--- src/riscv_pkg.sv ---
// RV32I core shared definitions
package riscv_pkg;

    // data and address width
    localparam int XLEN = 32;
    // pc after reset
    localparam logic [XLEN-1:0] RESET_PC = 32'h0000_0000;

    // major opcodes, bits [6:0] of the instruction
    typedef enum logic [6:0] {
        OP     = 7'b0110011,
        OP_IMM = 7'b0010011,
        LOAD   = 7'b0000011,
        STORE  = 7'b0100011,
        BRANCH = 7'b1100011,
        JAL    = 7'b1101111,
        JALR   = 7'b1100111,
        LUI    = 7'b0110111,
        AUIPC  = 7'b0010111
    } opcode_e;

    // funct3 encodings for alu ops
    localparam logic [2:0] F3_ADD_SUB = 3'b000;
    localparam logic [2:0] F3_SLL     = 3'b001;
    localparam logic [2:0] F3_SLT     = 3'b010;
    localparam logic [2:0] F3_SLTU    = 3'b011;
    localparam logic [2:0] F3_XOR     = 3'b100;
    localparam logic [2:0] F3_SR      = 3'b101;
    localparam logic [2:0] F3_OR      = 3'b110;
    localparam logic [2:0] F3_AND     = 3'b111;
    // branch conditions
    localparam logic [2:0] F3_BEQ     = 3'b000;
    localparam logic [2:0] F3_BNE     = 3'b001;
    localparam logic [2:0] F3_BLT     = 3'b100;
    localparam logic [2:0] F3_BGE     = 3'b101;
    localparam logic [2:0] F3_BLTU    = 3'b110;
    localparam logic [2:0] F3_BGEU    = 3'b111;
    // word-only memory access, plain jalr
    localparam logic [2:0] F3_LW      = 3'b010;
    localparam logic [2:0] F3_SW      = 3'b010;
    localparam logic [2:0] F3_JALR    = 3'b000;

    // instruction format, one value per encoding class
    typedef enum logic [2:0] {
        FMT_R, FMT_I, FMT_S, FMT_B, FMT_U, FMT_J, FMT_NONE
    } instr_fmt_e;

    typedef enum logic [3:0] {
        ALU_ADD, ALU_SUB, ALU_AND, ALU_OR, ALU_XOR, ALU_SLL,
        ALU_SRL, ALU_SRA, ALU_SLT, ALU_SLTU, ALU_PASS_B
    } alu_op_e;

    // next pc source
    typedef enum logic [1:0] {PC_PLUS4, PC_BRANCH, PC_JUMP, PC_JALR} pc_sel_e;
    typedef enum logic {OP1_RS1, OP1_PC} op1_sel_e;
    typedef enum logic {OP2_RS2, OP2_IMM} op2_sel_e;
    // writeback source
    typedef enum logic [1:0] {WB_ALU, WB_MEM, WB_PC4} wb_sel_e;

    typedef struct packed {
        pc_sel_e  pc_sel;
        op1_sel_e op1_sel;
        op2_sel_e op2_sel;
        wb_sel_e  wb_sel;
        alu_op_e  alu_op;
        logic     mem_wr;
        logic     rf_en;
    } ctrl_t;

    // no write, no jump: what an illegal encoding turns into
    localparam ctrl_t CTRL_NOP = '{
        pc_sel: PC_PLUS4, op1_sel: OP1_RS1, op2_sel: OP2_IMM, wb_sel: WB_ALU,
        alu_op: ALU_ADD, mem_wr: 1'b0, rf_en: 1'b0
    };

    typedef struct packed {
        instr_fmt_e      fmt;
        opcode_e         opcode;
        logic [2:0]      funct3;
        logic            funct7_b5;
        logic [4:0]      rs1;
        logic [4:0]      rs2;
        logic [4:0]      rd;
        logic [XLEN-1:0] imm;
    } dec_t;

endpackage

--- src/riscv_decode.sv ---
// Instruction field decoder
`timescale 1ns/100ps

module riscv_decode
    (
        input  logic [31:0]      instr_i,
        output riscv_pkg::dec_t  dec_o
    );

    riscv_pkg::opcode_e    opcode;
    riscv_pkg::instr_fmt_e fmt;
    logic [31:0]           imm_i_type;
    logic [31:0]           imm_s_type;
    logic [31:0]           imm_b_type;
    logic [31:0]           imm_u_type;
    logic [31:0]           imm_j_type;

    // unknown opcodes fall to FMT_NONE below
    assign opcode = riscv_pkg::opcode_e'(instr_i[6:0]);

    // format from major opcode
    always_comb
    begin
        case (opcode)
            riscv_pkg::OP     : fmt = riscv_pkg::FMT_R;
            riscv_pkg::OP_IMM : fmt = riscv_pkg::FMT_I;
            riscv_pkg::LOAD   : fmt = riscv_pkg::FMT_I;
            riscv_pkg::JALR   : fmt = riscv_pkg::FMT_I;
            riscv_pkg::STORE  : fmt = riscv_pkg::FMT_S;
            riscv_pkg::BRANCH : fmt = riscv_pkg::FMT_B;
            riscv_pkg::LUI    : fmt = riscv_pkg::FMT_U;
            riscv_pkg::AUIPC  : fmt = riscv_pkg::FMT_U;
            riscv_pkg::JAL    : fmt = riscv_pkg::FMT_J;
            default           : fmt = riscv_pkg::FMT_NONE;
        endcase
    end

    // immediates, all sign-extended from bit 31 except U
    assign imm_i_type = {{20{instr_i[31]}}, instr_i[31:20]};
    assign imm_s_type = {{20{instr_i[31]}}, instr_i[31:25], instr_i[11:7]};
    // branch offset, bit 0 always zero
    assign imm_b_type = {{19{instr_i[31]}}, instr_i[31], instr_i[7],
                         instr_i[30:25], instr_i[11:8], 1'b0};
    assign imm_u_type = {instr_i[31:12], 12'b0};
    // jal offset, scrambled like the branch one
    assign imm_j_type = {{11{instr_i[31]}}, instr_i[31], instr_i[19:12],
                         instr_i[20], instr_i[30:21], 1'b0};

    always_comb
    begin
        dec_o.fmt       = fmt;
        dec_o.opcode    = opcode;
        dec_o.funct3    = instr_i[14:12];
        dec_o.funct7_b5 = instr_i[30];
        dec_o.rs1       = instr_i[19:15];
        dec_o.rs2       = instr_i[24:20];
        dec_o.rd        = instr_i[11:7];
        // pick immediate by format
        case (fmt)
            riscv_pkg::FMT_I : dec_o.imm = imm_i_type;
            riscv_pkg::FMT_S : dec_o.imm = imm_s_type;
            riscv_pkg::FMT_B : dec_o.imm = imm_b_type;
            riscv_pkg::FMT_U : dec_o.imm = imm_u_type;
            riscv_pkg::FMT_J : dec_o.imm = imm_j_type;
            default          : dec_o.imm = '0;
        endcase
    end

endmodule

--- src/riscv_control.sv ---
// Instruction control decoder
`timescale 1ns/100ps

module riscv_control
    (
        input  riscv_pkg::dec_t   dec_i,
        output riscv_pkg::ctrl_t  ctrl_o
    );

    // funct7 bit 5 in front of funct3, as for R-type
    logic [3:0] funct_r;

    assign funct_r = {dec_i.funct7_b5, dec_i.funct3};

    always_comb
    begin
        // start from nop, each format overrides what it needs
        ctrl_o = riscv_pkg::CTRL_NOP;
        case (dec_i.fmt)
            riscv_pkg::FMT_R :
            begin
                ctrl_o.op2_sel = riscv_pkg::OP2_RS2;
                ctrl_o.rf_en   = 1'b1;
                case (funct_r)
                    {1'b0, riscv_pkg::F3_ADD_SUB} : ctrl_o.alu_op = riscv_pkg::ALU_ADD;
                    {1'b1, riscv_pkg::F3_ADD_SUB} : ctrl_o.alu_op = riscv_pkg::ALU_SUB;
                    {1'b0, riscv_pkg::F3_SLL}     : ctrl_o.alu_op = riscv_pkg::ALU_SLL;
                    {1'b0, riscv_pkg::F3_SLT}     : ctrl_o.alu_op = riscv_pkg::ALU_SLT;
                    {1'b0, riscv_pkg::F3_SLTU}    : ctrl_o.alu_op = riscv_pkg::ALU_SLTU;
                    {1'b0, riscv_pkg::F3_XOR}     : ctrl_o.alu_op = riscv_pkg::ALU_XOR;
                    {1'b0, riscv_pkg::F3_SR}      : ctrl_o.alu_op = riscv_pkg::ALU_SRL;
                    {1'b1, riscv_pkg::F3_SR}      : ctrl_o.alu_op = riscv_pkg::ALU_SRA;
                    {1'b0, riscv_pkg::F3_OR}      : ctrl_o.alu_op = riscv_pkg::ALU_OR;
                    {1'b0, riscv_pkg::F3_AND}     : ctrl_o.alu_op = riscv_pkg::ALU_AND;
                    // unknown funct, no writeback
                    default                       : ctrl_o.rf_en  = 1'b0;
                endcase
            end

            riscv_pkg::FMT_I :
            begin
                ctrl_o.rf_en = 1'b1;
                if (dec_i.opcode == riscv_pkg::OP_IMM)
                begin
                    case (dec_i.funct3)
                        riscv_pkg::F3_ADD_SUB : ctrl_o.alu_op = riscv_pkg::ALU_ADD;
                        riscv_pkg::F3_SLT     : ctrl_o.alu_op = riscv_pkg::ALU_SLT;
                        riscv_pkg::F3_SLTU    : ctrl_o.alu_op = riscv_pkg::ALU_SLTU;
                        riscv_pkg::F3_XOR     : ctrl_o.alu_op = riscv_pkg::ALU_XOR;
                        riscv_pkg::F3_OR      : ctrl_o.alu_op = riscv_pkg::ALU_OR;
                        riscv_pkg::F3_AND     : ctrl_o.alu_op = riscv_pkg::ALU_AND;
                        // slli only with funct7 bit 5 clear
                        riscv_pkg::F3_SLL     :
                            if (dec_i.funct7_b5)
                                ctrl_o.rf_en  = 1'b0;
                            else
                                ctrl_o.alu_op = riscv_pkg::ALU_SLL;
                        // srai vs srli from funct7 bit 5
                        default               :
                            if (dec_i.funct7_b5)
                                ctrl_o.alu_op = riscv_pkg::ALU_SRA;
                            else
                                ctrl_o.alu_op = riscv_pkg::ALU_SRL;
                    endcase
                end
                else if (dec_i.opcode == riscv_pkg::LOAD)
                begin
                    // address = rs1 + imm, data from memory
                    ctrl_o.wb_sel = riscv_pkg::WB_MEM;
                    ctrl_o.rf_en  = (dec_i.funct3 == riscv_pkg::F3_LW);
                end
                else if (dec_i.funct3 == riscv_pkg::F3_JALR)
                begin
                    // jalr: target from alu, link pc+4
                    ctrl_o.pc_sel = riscv_pkg::PC_JALR;
                    ctrl_o.wb_sel = riscv_pkg::WB_PC4;
                end
                else
                    ctrl_o.rf_en = 1'b0;
            end

            riscv_pkg::FMT_S :
                // word store only
                ctrl_o.mem_wr = (dec_i.funct3 == riscv_pkg::F3_SW);

            riscv_pkg::FMT_B :
            begin
                ctrl_o.op2_sel = riscv_pkg::OP2_RS2;
                ctrl_o.pc_sel  = riscv_pkg::PC_BRANCH;
                case (dec_i.funct3)
                    riscv_pkg::F3_BEQ, riscv_pkg::F3_BNE   : ctrl_o.alu_op = riscv_pkg::ALU_SUB;
                    riscv_pkg::F3_BLT, riscv_pkg::F3_BGE   : ctrl_o.alu_op = riscv_pkg::ALU_SLT;
                    riscv_pkg::F3_BLTU, riscv_pkg::F3_BGEU : ctrl_o.alu_op = riscv_pkg::ALU_SLTU;
                    // funct3 010 and 011 undefined
                    default : ctrl_o.pc_sel = riscv_pkg::PC_PLUS4;
                endcase
            end

            riscv_pkg::FMT_U :
            begin
                ctrl_o.rf_en = 1'b1;
                // lui passes the immediate, auipc adds pc
                if (dec_i.opcode == riscv_pkg::LUI)
                    ctrl_o.alu_op  = riscv_pkg::ALU_PASS_B;
                else
                    ctrl_o.op1_sel = riscv_pkg::OP1_PC;
            end

            riscv_pkg::FMT_J :
            begin
                ctrl_o.pc_sel = riscv_pkg::PC_JUMP;
                ctrl_o.wb_sel = riscv_pkg::WB_PC4;
                ctrl_o.rf_en  = 1'b1;
            end

            default : ctrl_o = riscv_pkg::CTRL_NOP;
        endcase
    end

endmodule

--- src/riscv_regfile.sv ---
// Integer register file
`timescale 1ns/100ps

module riscv_regfile
    (
        input  logic                       clk_i,
        input  logic                       reset_i,
        input  logic [4:0]                 rs1_addr_i,
        input  logic [4:0]                 rs2_addr_i,
        input  logic [4:0]                 rd_addr_i,
        input  logic                       rd_we_i,
        input  logic [riscv_pkg::XLEN-1:0] rd_data_i,
        output logic [riscv_pkg::XLEN-1:0] rs1_data_o,
        output logic [riscv_pkg::XLEN-1:0] rs2_data_o
    );

    logic [riscv_pkg::XLEN-1:0] regs [32];

    // write on the edge, x0 never written
    always_ff @(posedge clk_i)
    begin
        if (reset_i)
        begin
            for (int i = 0; i < 32; i++)
                regs[i] <= '0;
        end
        else if (rd_we_i && (rd_addr_i != 5'd0))
            regs[rd_addr_i] <= rd_data_i;
    end

    // async reads, x0 reads as zero
    assign rs1_data_o = (rs1_addr_i == 5'd0) ? '0 : regs[rs1_addr_i];
    assign rs2_data_o = (rs2_addr_i == 5'd0) ? '0 : regs[rs2_addr_i];

endmodule

--- src/riscv_alu.sv ---
// Integer ALU
`timescale 1ns/100ps

module riscv_alu
    (
        input  riscv_pkg::alu_op_e          op_i,
        input  logic [riscv_pkg::XLEN-1:0]  a_i,
        input  logic [riscv_pkg::XLEN-1:0]  b_i,
        output logic [riscv_pkg::XLEN-1:0]  result_o,
        output logic                        zero_o
    );

    // shift amount is the low 5 bits only
    logic [4:0] shamt;
    logic       lt_signed;
    logic       lt_unsigned;

    assign shamt       = b_i[4:0];
    assign lt_signed   = $signed(a_i) < $signed(b_i);
    assign lt_unsigned = a_i < b_i;

    always_comb
    begin
        case (op_i)
            riscv_pkg::ALU_ADD    :
                result_o = a_i + b_i;
            riscv_pkg::ALU_SUB    :
                result_o = a_i - b_i;
            riscv_pkg::ALU_AND    :
                result_o = a_i & b_i;
            riscv_pkg::ALU_OR     :
                result_o = a_i | b_i;
            riscv_pkg::ALU_XOR    :
                result_o = a_i ^ b_i;
            riscv_pkg::ALU_SLL    :
                result_o = a_i << shamt;
            riscv_pkg::ALU_SRL    :
                result_o = a_i >> shamt;
            // sign bit fills from the left
            riscv_pkg::ALU_SRA    :
                result_o = $unsigned($signed(a_i) >>> shamt);
            // compares give 0 or 1 in bit 0
            riscv_pkg::ALU_SLT    :
                result_o = {{(riscv_pkg::XLEN-1){1'b0}}, lt_signed};
            riscv_pkg::ALU_SLTU   :
                result_o = {{(riscv_pkg::XLEN-1){1'b0}}, lt_unsigned};
            // lui, immediate straight through
            riscv_pkg::ALU_PASS_B :
                result_o = b_i;
            default               :
                result_o = a_i + b_i;
        endcase
    end

    // beq/bne look at this after a subtract
    assign zero_o = (result_o == '0);

endmodule

--- src/riscv_pc_unit.sv ---
// Program counter and next-pc logic
`timescale 1ns/100ps

module riscv_pc_unit
    (
        input  logic                        clk_i,
        input  logic                        reset_i,
        input  riscv_pkg::pc_sel_e          pc_sel_i,
        input  logic [2:0]                  funct3_i,
        input  logic [riscv_pkg::XLEN-1:0]  alu_result_i,
        input  logic                        alu_zero_i,
        input  logic [riscv_pkg::XLEN-1:0]  imm_i,
        output logic [riscv_pkg::XLEN-1:0]  pc_o,
        output logic [riscv_pkg::XLEN-1:0]  pc_plus4_o
    );

    logic [riscv_pkg::XLEN-1:0] pc_target;
    logic [riscv_pkg::XLEN-1:0] jalr_target;
    logic [riscv_pkg::XLEN-1:0] pc_next;
    logic                       taken;

    assign pc_plus4_o  = pc_o + 32'd4;
    // branch and jal share one adder
    assign pc_target   = pc_o + imm_i;
    // jalr clears bit 0
    assign jalr_target = {alu_result_i[riscv_pkg::XLEN-1:1], 1'b0};

    // eq/ne from zero flag, the rest from slt(u) bit 0
    always_comb
    begin
        case (funct3_i)
            riscv_pkg::F3_BEQ  : taken = alu_zero_i;
            riscv_pkg::F3_BNE  : taken = ~alu_zero_i;
            riscv_pkg::F3_BLT  : taken = alu_result_i[0];
            riscv_pkg::F3_BGE  : taken = ~alu_result_i[0];
            riscv_pkg::F3_BLTU : taken = alu_result_i[0];
            riscv_pkg::F3_BGEU : taken = ~alu_result_i[0];
            default            : taken = 1'b0;
        endcase
    end

    always_comb
    begin
        case (pc_sel_i)
            riscv_pkg::PC_BRANCH : pc_next = taken ? pc_target : pc_plus4_o;
            riscv_pkg::PC_JUMP   : pc_next = pc_target;
            riscv_pkg::PC_JALR   : pc_next = jalr_target;
            default              : pc_next = pc_plus4_o;
        endcase
    end

    always_ff @(posedge clk_i)
    begin
        if (reset_i)
            pc_o <= riscv_pkg::RESET_PC;
        else
            pc_o <= pc_next;
    end

endmodule

--- src/riscv_core.sv ---
// Single-cycle RV32I core
`timescale 1ns/100ps

module riscv_core
    (
        input  logic                        clk_i,
        input  logic                        reset_i,
        output logic [riscv_pkg::XLEN-1:0]  imem_addr_o,
        input  logic [31:0]                 imem_data_i,
        output logic [riscv_pkg::XLEN-1:0]  dmem_addr_o,
        output logic [riscv_pkg::XLEN-1:0]  dmem_wdata_o,
        output logic                        dmem_we_o,
        input  logic [riscv_pkg::XLEN-1:0]  dmem_rdata_i
    );

    riscv_pkg::dec_t            dec;
    riscv_pkg::ctrl_t           ctrl;
    logic [riscv_pkg::XLEN-1:0] pc;
    logic [riscv_pkg::XLEN-1:0] pc_plus4;
    logic [riscv_pkg::XLEN-1:0] rs1_data;
    logic [riscv_pkg::XLEN-1:0] rs2_data;
    logic [riscv_pkg::XLEN-1:0] op_a;
    logic [riscv_pkg::XLEN-1:0] op_b;
    logic [riscv_pkg::XLEN-1:0] alu_result;
    logic                       alu_zero;
    logic [riscv_pkg::XLEN-1:0] wb_data;

    riscv_decode u_decode (.instr_i(imem_data_i), .dec_o(dec));

    riscv_control u_control (.dec_i(dec), .ctrl_o(ctrl));

    riscv_regfile u_regfile
    (
        .clk_i(clk_i), .reset_i(reset_i),
        .rs1_addr_i(dec.rs1), .rs2_addr_i(dec.rs2),
        .rd_addr_i(dec.rd), .rd_we_i(ctrl.rf_en), .rd_data_i(wb_data),
        .rs1_data_o(rs1_data), .rs2_data_o(rs2_data)
    );

    // operand muxes, pc for auipc, imm for I/S/U
    assign op_a = (ctrl.op1_sel == riscv_pkg::OP1_PC)  ? pc : rs1_data;
    assign op_b = (ctrl.op2_sel == riscv_pkg::OP2_IMM) ? dec.imm : rs2_data;

    riscv_alu u_alu
    (
        .op_i(ctrl.alu_op), .a_i(op_a), .b_i(op_b),
        .result_o(alu_result), .zero_o(alu_zero)
    );

    riscv_pc_unit u_pc_unit
    (
        .clk_i(clk_i), .reset_i(reset_i),
        .pc_sel_i(ctrl.pc_sel), .funct3_i(dec.funct3),
        .alu_result_i(alu_result), .alu_zero_i(alu_zero), .imm_i(dec.imm),
        .pc_o(pc), .pc_plus4_o(pc_plus4)
    );

    // writeback select, pc+4 is the link value
    always_comb
    begin
        case (ctrl.wb_sel)
            riscv_pkg::WB_MEM : wb_data = dmem_rdata_i;
            riscv_pkg::WB_PC4 : wb_data = pc_plus4;
            default           : wb_data = alu_result;
        endcase
    end

    assign imem_addr_o  = pc;
    // load/store address from rs1 + imm
    assign dmem_addr_o  = alu_result;
    assign dmem_wdata_o = rs2_data;
    // no stray store while in reset
    assign dmem_we_o    = ctrl.mem_wr & ~reset_i;

endmodule

--- config.mk ---
export PLATFORM = sky130hd
export DESIGN_NAME = riscv_core
export DESIGN_NICKNAME = d
export VERILOG_FILES = /design/src/riscv_pkg.sv /design/src/riscv_decode.sv /design/src/riscv_control.sv /design/src/riscv_regfile.sv /design/src/riscv_alu.sv /design/src/riscv_pc_unit.sv /design/src/riscv_core.sv
export SDC_FILE = /design/constraint.sdc
export NUM_CORES = 2
export LEC_CHECK = 0
export ABC_AREA = 0
export BUFFER_PORTS_ARGS = -buffer_cell sky130_fd_sc_hd__buf_4
export CAP_MARGIN = 10
export CORE_ASPECT_RATIO = 0.7
export CORE_MARGIN = 2
export CORE_UTILIZATION = 53
export DETAILED_ROUTE_END_ITERATION = 6
export HOLD_SLACK_MARGIN = 0.12
export PLACE_DENSITY = 0.72
export SLEW_MARGIN = 40
export SYNTH_ARGS = -nofsm -noshare
export SYNTH_HDL_FRONTEND = slang
export SYNTH_HIERARCHICAL = 1
export SYNTH_SLANG_ARGS = --single-unit
--- constraint.sdc ---
create_clock -name clk_i -period 26.4 [get_ports clk_i]
set_input_delay 2.64 -clock clk_i [delete_from_list [all_inputs] [get_ports clk_i]]
set_output_delay 2.64 -clock clk_i [all_outputs]
set_load 0.005 [all_outputs]
* Word level (Yosys, flattened, before mapping)
Memory sizes are Yosys's and may differ from the RTL's. Index checks and enable logic that the tools add are counted.
Word-level totals: register bits after elaboration 32, RAM bits 1024, input bits 66, output and inout bits 97, word-level logic and storage cells 129, memories 1
Memory list:
- u_regfile.regs | depth 32, bits a word 32, read ports 2, clocked after Yosys merged registers in 0, wr ports 32, RTL line riscv_regfile.sv:17 | logic [riscv_pkg::XLEN-1:0] regs [32];
Cells by class: add/subtract/negate cells 4, order comparisons 2, equality and inequality tests 45, shift-type cells 3, multiplexer cells 46, bitwise logic cells 7, reduce and logical (&&, ||, !) cells 20
Operator list (count):
- 32-bit case mux with 10 select lines | 1
- 32-bit two-way mux | 6
- 32-bit case mux with 5 select lines | 1
- 32-bit case mux with 3 select lines | 1
- 32-bit adder | 2
- 32-bit < comparator | 2
- 32-bit case mux with 2 select lines | 1
- 4-bit case mux with 9 select lines | 1
- 32-bit by 3-bit adder with 32-bit output (second input constant) | 1
- 32-bit AND | 1
- 4-bit by 3-bit == test with 1-bit output (second input constant) | 8
- 32-bit logical NOT | 1
- 32-bit OR | 1
- 32-bit OR reduction | 1
- 32-bit by 5-bit << shifter with 32-bit output | 1
- 32-bit by 5-bit >> shifter with 32-bit output | 1
- 32-bit by 5-bit >>> shifter with 32-bit output | 1
- 32-bit subtractor | 1
- 32-bit bitwise XOR | 1
- 4-bit case mux with 7 select lines | 1
- 7-bit by 6-bit == test with 1-bit output (second input constant) | 3
- 7-bit == test (second input constant) | 3
- 4-bit == test (second input constant) | 5
- 3-bit == test (second input constant) | 6
- other kinds (31) | 76

* Logic depth before layout (Yosys ltp)
word-level depth 13, depth in mapped cells 39

* Hierarchy
Netlist, hierarchy kept.
By module, submodules not included:
- riscv_regfile | times used 1, cells an instance 3690, area each 54611.1 µm²
- riscv_alu | times used 1, cells an instance 1418, area each 9909.5 µm²
- riscv_pc_unit | times used 1, cells an instance 471, area each 3595.9 µm²
- riscv_core | times used 1, cells an instance 186, area each 1686.6 µm²
- riscv_decode | times used 1, cells an instance 125, area each 833.3 µm²
- riscv_control | times used 1, cells an instance 73, area each 481.7 µm²

* Worst setup path before layout
OpenSTA, ideal clock, no wires.
path type input -> output, start input port imem_data_i[3], end output port dmem_addr_o[31] (netlist bit), arrival time 9.136 ns, setup slack 14.624 ns, stages 28, cells stage by stage buf_2 or2_1 nor3_2 inv_1 ha_1 o21a_1 a211o_1 clkbuf_1 and2_1 o21ai_0 buf_6 buf_6 mux2_4 clkinv_1 buf_1 buf_1 buf_1 ha_1 clkbuf_1 or4_1 a2111oi_2 nor2_1 a21oi_1 a31oi_1 o21bai_1 a31oi_1 o31a_1 o22ai_1
RTL lines:
- start: declaration | RTL line riscv_core.sv:9 | input logic [31:0] imem_data_i,
- end: declaration | RTL line riscv_core.sv:10 | output logic [riscv_pkg::XLEN-1:0] dmem_addr_o,

* Worst setup path in the final report
start input port imem_data_i[22], end output port dmem_addr_o[26] (netlist bit)
Between the ends: longest elaborated chain between the ends 5, elaborated cells on any way between the ends 14, those cells by class add/sub (2); shift (3); mux (4); bitwise (3); reduce/logical (1); memory (1)
RTL lines:
- memory 32 x 32 bit / 5-bit logical NOT (equally long branches)
- 32-bit two-way mux | RTL line riscv_regfile.sv:33 | assign rs2_data_o = (rs2_addr_i == 5'd0) ? '0 : regs[rs2_addr_i];
- 32-bit two-way mux (*) | RTL line riscv_core.sv:42 | assign op_b = (ctrl.op2_sel == riscv_pkg::OP2_IMM) ? dec.imm : rs2_data;
- net op_b, one bit | RTL line riscv_core.sv:23 | logic [riscv_pkg::XLEN-1:0] op_b;
- 32-bit adder (tied with other cells) | RTL line riscv_alu.sv:26, riscv_alu.sv:51
- 32-bit case mux with 10 select lines (*) | RTL line riscv_alu.sv:24 | case (op_i)
Mark *: on every way through the listed nets, which the timed path passes. The rest lies on a longest branch.

==> impl_results.md <==
- Number of global-route vias before repair: 53416
- Max cap viols: 0
- # clock sinks: 1056
- Boundary Pins: 163
- Area grow syn2layout: 8.88%
- Synth area leaders: edfxtp_1 43%, mux4_2 13%, and2_1 9.0%, mux2i_1 4.9%, ha_1 2.4%
- Starting Density: 53.4%
- Input/output buffers: ~160
- Worst Path Required: 23.76 ns
- Final min period: 13.52 ns
- Hold path endpoint: u_pc_unit/pc_o[0]
- Post_cts resized: 0
- Worst IR drop on VDD: 0.0566 mV
- Max frequency: between 70 and 80 MHz
- Final Slew Violations: 0
- Critical path class: input port to output pin
- Violated checks: DRC
- Initial DRC count: around 12000
- # hold bufs at CTS: 0
- Post-synth EDFFs: 1024
- Setup WS pre-CTS: 12.87 ns
- Area leader, netlist: edfxtp_1
- Reg-to-reg slack, setup: roughly 17 ns
- Post-Syn Area: 71100 µm²
- Via count: 58107
- Clock Skew: 0.0265 ns
- Vias per inst: between 7 and 8
- Post-synth top flop: edfxtp_1
- Final Hold Viols: 0
- Layout cells sized above 1: 21.5%
- Status: finished with violations
- Clock latency on the worst-skew pair: 0.73 ns
- First-pass GRT wire length: 414000 µm
- Ys Warns: 6
- Setup crit start kind: input port
- CP Max Fanout: 45
- Hold Path Stages: 2
- Post-DP HPWL: 204000 µm
- Root Buffer: clkbuf_16
- FFs w/ async S/R, synth: 0%
- GRT Total Usage: 42.8%
- Rel. slew slack: 29.4%
- CTS tree: built
- WL final: around 300000 µm
- Worst-margin pin slew: 1.03 ns
- Hold path start: u_pc_unit/pc_o[0]
- Core ar.: 133000 µm²
- Cell Rows: 112
- Htree depth: 3
- Antenna Nets Post-Route: 0
- TritonCTS buffer count: 97
- Synth top area share: 43.2%
- Syn Inst Count: just under 6000
- Die W: approximately 440 µm
- Bufs on Longest Clock Path: 3
- First-pass DRT Iterations: 7
- Antenna violations before repair: 29
- Grt ovf: 0
- Worst r2r dst: u_pc_unit/pc_o[26]
- Nets: approximately 6000
- Final Cycle Share: roughly half
- Reg2reg path depth: 26
- Die area: 137000 µm²
- Clock transition at path regs: 0.07 ns
- Largest net degree at the start of global routing: around 110
- Sequential-to-total area share from yosys stat: 44.1%
- Routed len/inst: 38.8 µm
- Die height: 310 µm
- Final Worst Setup Slack: 12.88 ns
- LEAKAGE: 28.6 nW
- Top cells by count, synth: 1024 x and2_1, 1024 x edfxtp_1, 422 x mux4_2
- DRC: 2
- R2R Path Start: u_regfile/regs[31][0]
- Arrival @ worst endpoint: about 11 ns
- Setup TNS: 0 ns
- Crit. End Element: output pin
- Min Hold Slack: just under 0.8 ns
- Synth Area per Inst: around 12 µm²
- Final setup vio count: 0
- Post-CTS Setup Inserts: 0
- Pwr per Cell Area: 54.8 nW/µm²
- RSZ-0062 raised after global routing: false
- Synth Register Bits: 1056
- Unique masters post-synth: around 120
- Placer Congestion: 1.05
- HP Class: flop to flop
-- where the power goes --
group | internal [mW] | leakage (nW) | switching (mW) | total, mW
Clock | 0.760 | 1.50 | 0.673 | 1.43
Combinational | 0.285 | 16.2 | 0.596 | 0.881
Sequential | 1.89 | 10.8 | 0.0361 | 1.93
-- registers in the layout (all words and copies together), names as in the netlist --
signal          cells
u_regfile/regs   1024
u_pc_unit/pc_o     32
-- cells in the final DEF, fill, tap and decap left out, types with 99 or more instances in the layout --
master	instances
edfxtp_1	1024
clkbuf_16	99
ha_1	135
a21oi_1	194
mux4_2	422
a22oi_1	160
buf_4	354
inv_1	119
nand2_1	206
and2_1	1024
mux2i_1	347
nor2_1	181
-- metrics by stage --
step	power, mW	area [µm²]	cells	util (%)
finish	4.24	77400	7727	58.1
global route	4.32	77400	7716	58.1
CTS	4.18	77300	7712	58.0
detailed placement	2.78	74200	7535	55.7
global placement	2.76	73800	7526	55.3
floorplan	2.41	71200	5994	-
-- final cells by class --
| cell class | instances | area (µm²) |
|---|---|---|
| Antenna cell | 14 | 35.0 |
| Clock buffer | 117 | 2540 |
| Clock inverter | 60 | 543 |
| Fill cell | 10636 | 55800 |
| Inverter | 125 | 469 |
| Multi-Input combinational cell | 4216 | 37300 |
| Sequential cell | 1056 | 31400 |
| Tap cell | 1767 | 2210 |
| Timing Repair Buffer | 372 | 2940 |
-- cell families (layout without fill, tap and decap cells) --
logic type | count (synthesis) | count (layout) | share of synthesized area (%)
other | 1 | 46 | 0.00527
AO/OA/AOI/OAI | 1162 | 1162 | 11.7
AND/OR/NAND/NOR | 1916 | 1916 | 15.5
XOR/XNOR | 76 | 76 | 0.947
buffers and inverters | 722 | 674 | 4.80
flip-flops | 1056 | 1056 | 44.1
adder cells (fa/ha/maj) | 140 | 140 | 2.49
multiplexers | 890 | 890 | 20.5
-- worst max path at each step --
stage                               start  slack [ns]               to  cells past startpoint
after floorplan            imem_data_i[3]       14.62  dmem_addr_o[31]                     28
after global placement    imem_data_i[20]       12.74  dmem_addr_o[31]                     20
after detailed placement  imem_data_i[20]       12.87  dmem_addr_o[31]                     22
after CTS                 imem_data_i[20]       12.87  dmem_addr_o[31]                     22
after global routing      imem_data_i[20]       12.55  dmem_addr_o[26]                     19
final                     imem_data_i[22]       12.88  dmem_addr_o[26]                     21
-- layer usage --
metal / part of all wire [%] / GRT usage [%] / vias up
met3: 20 / 22.9 / 837
met2: 38 / 55.6 / 5961
met4: 4.3 / 15.3 / 30
li1: - / - / 22641
met5: 0.062 / 0 / -
met1: 37 / 59.9 / 28638
-- critical path, stage by stage --
cell and delay (ns):
buf_6 0.28, buf_4 0.56, buf_4 0.67, buf_4 0.74, mux4_2 0.41, a22o_1 0.24, a2111oi_0 0.39, nor3_1 0.23
mux2_4 0.37, clkinv_1 0.05, buf_4 0.48, ha_1 0.45, o21bai_1 0.28, nand3_1 0.24, a21oi_1 0.44, o2111ai_1 0.36
a31oi_1 0.72, a21oi_1 0.21, o221a_2 0.28, o211ai_1 0.46, buf_4 0.21
No activity file was read; power rests on OpenSTA's default activity.
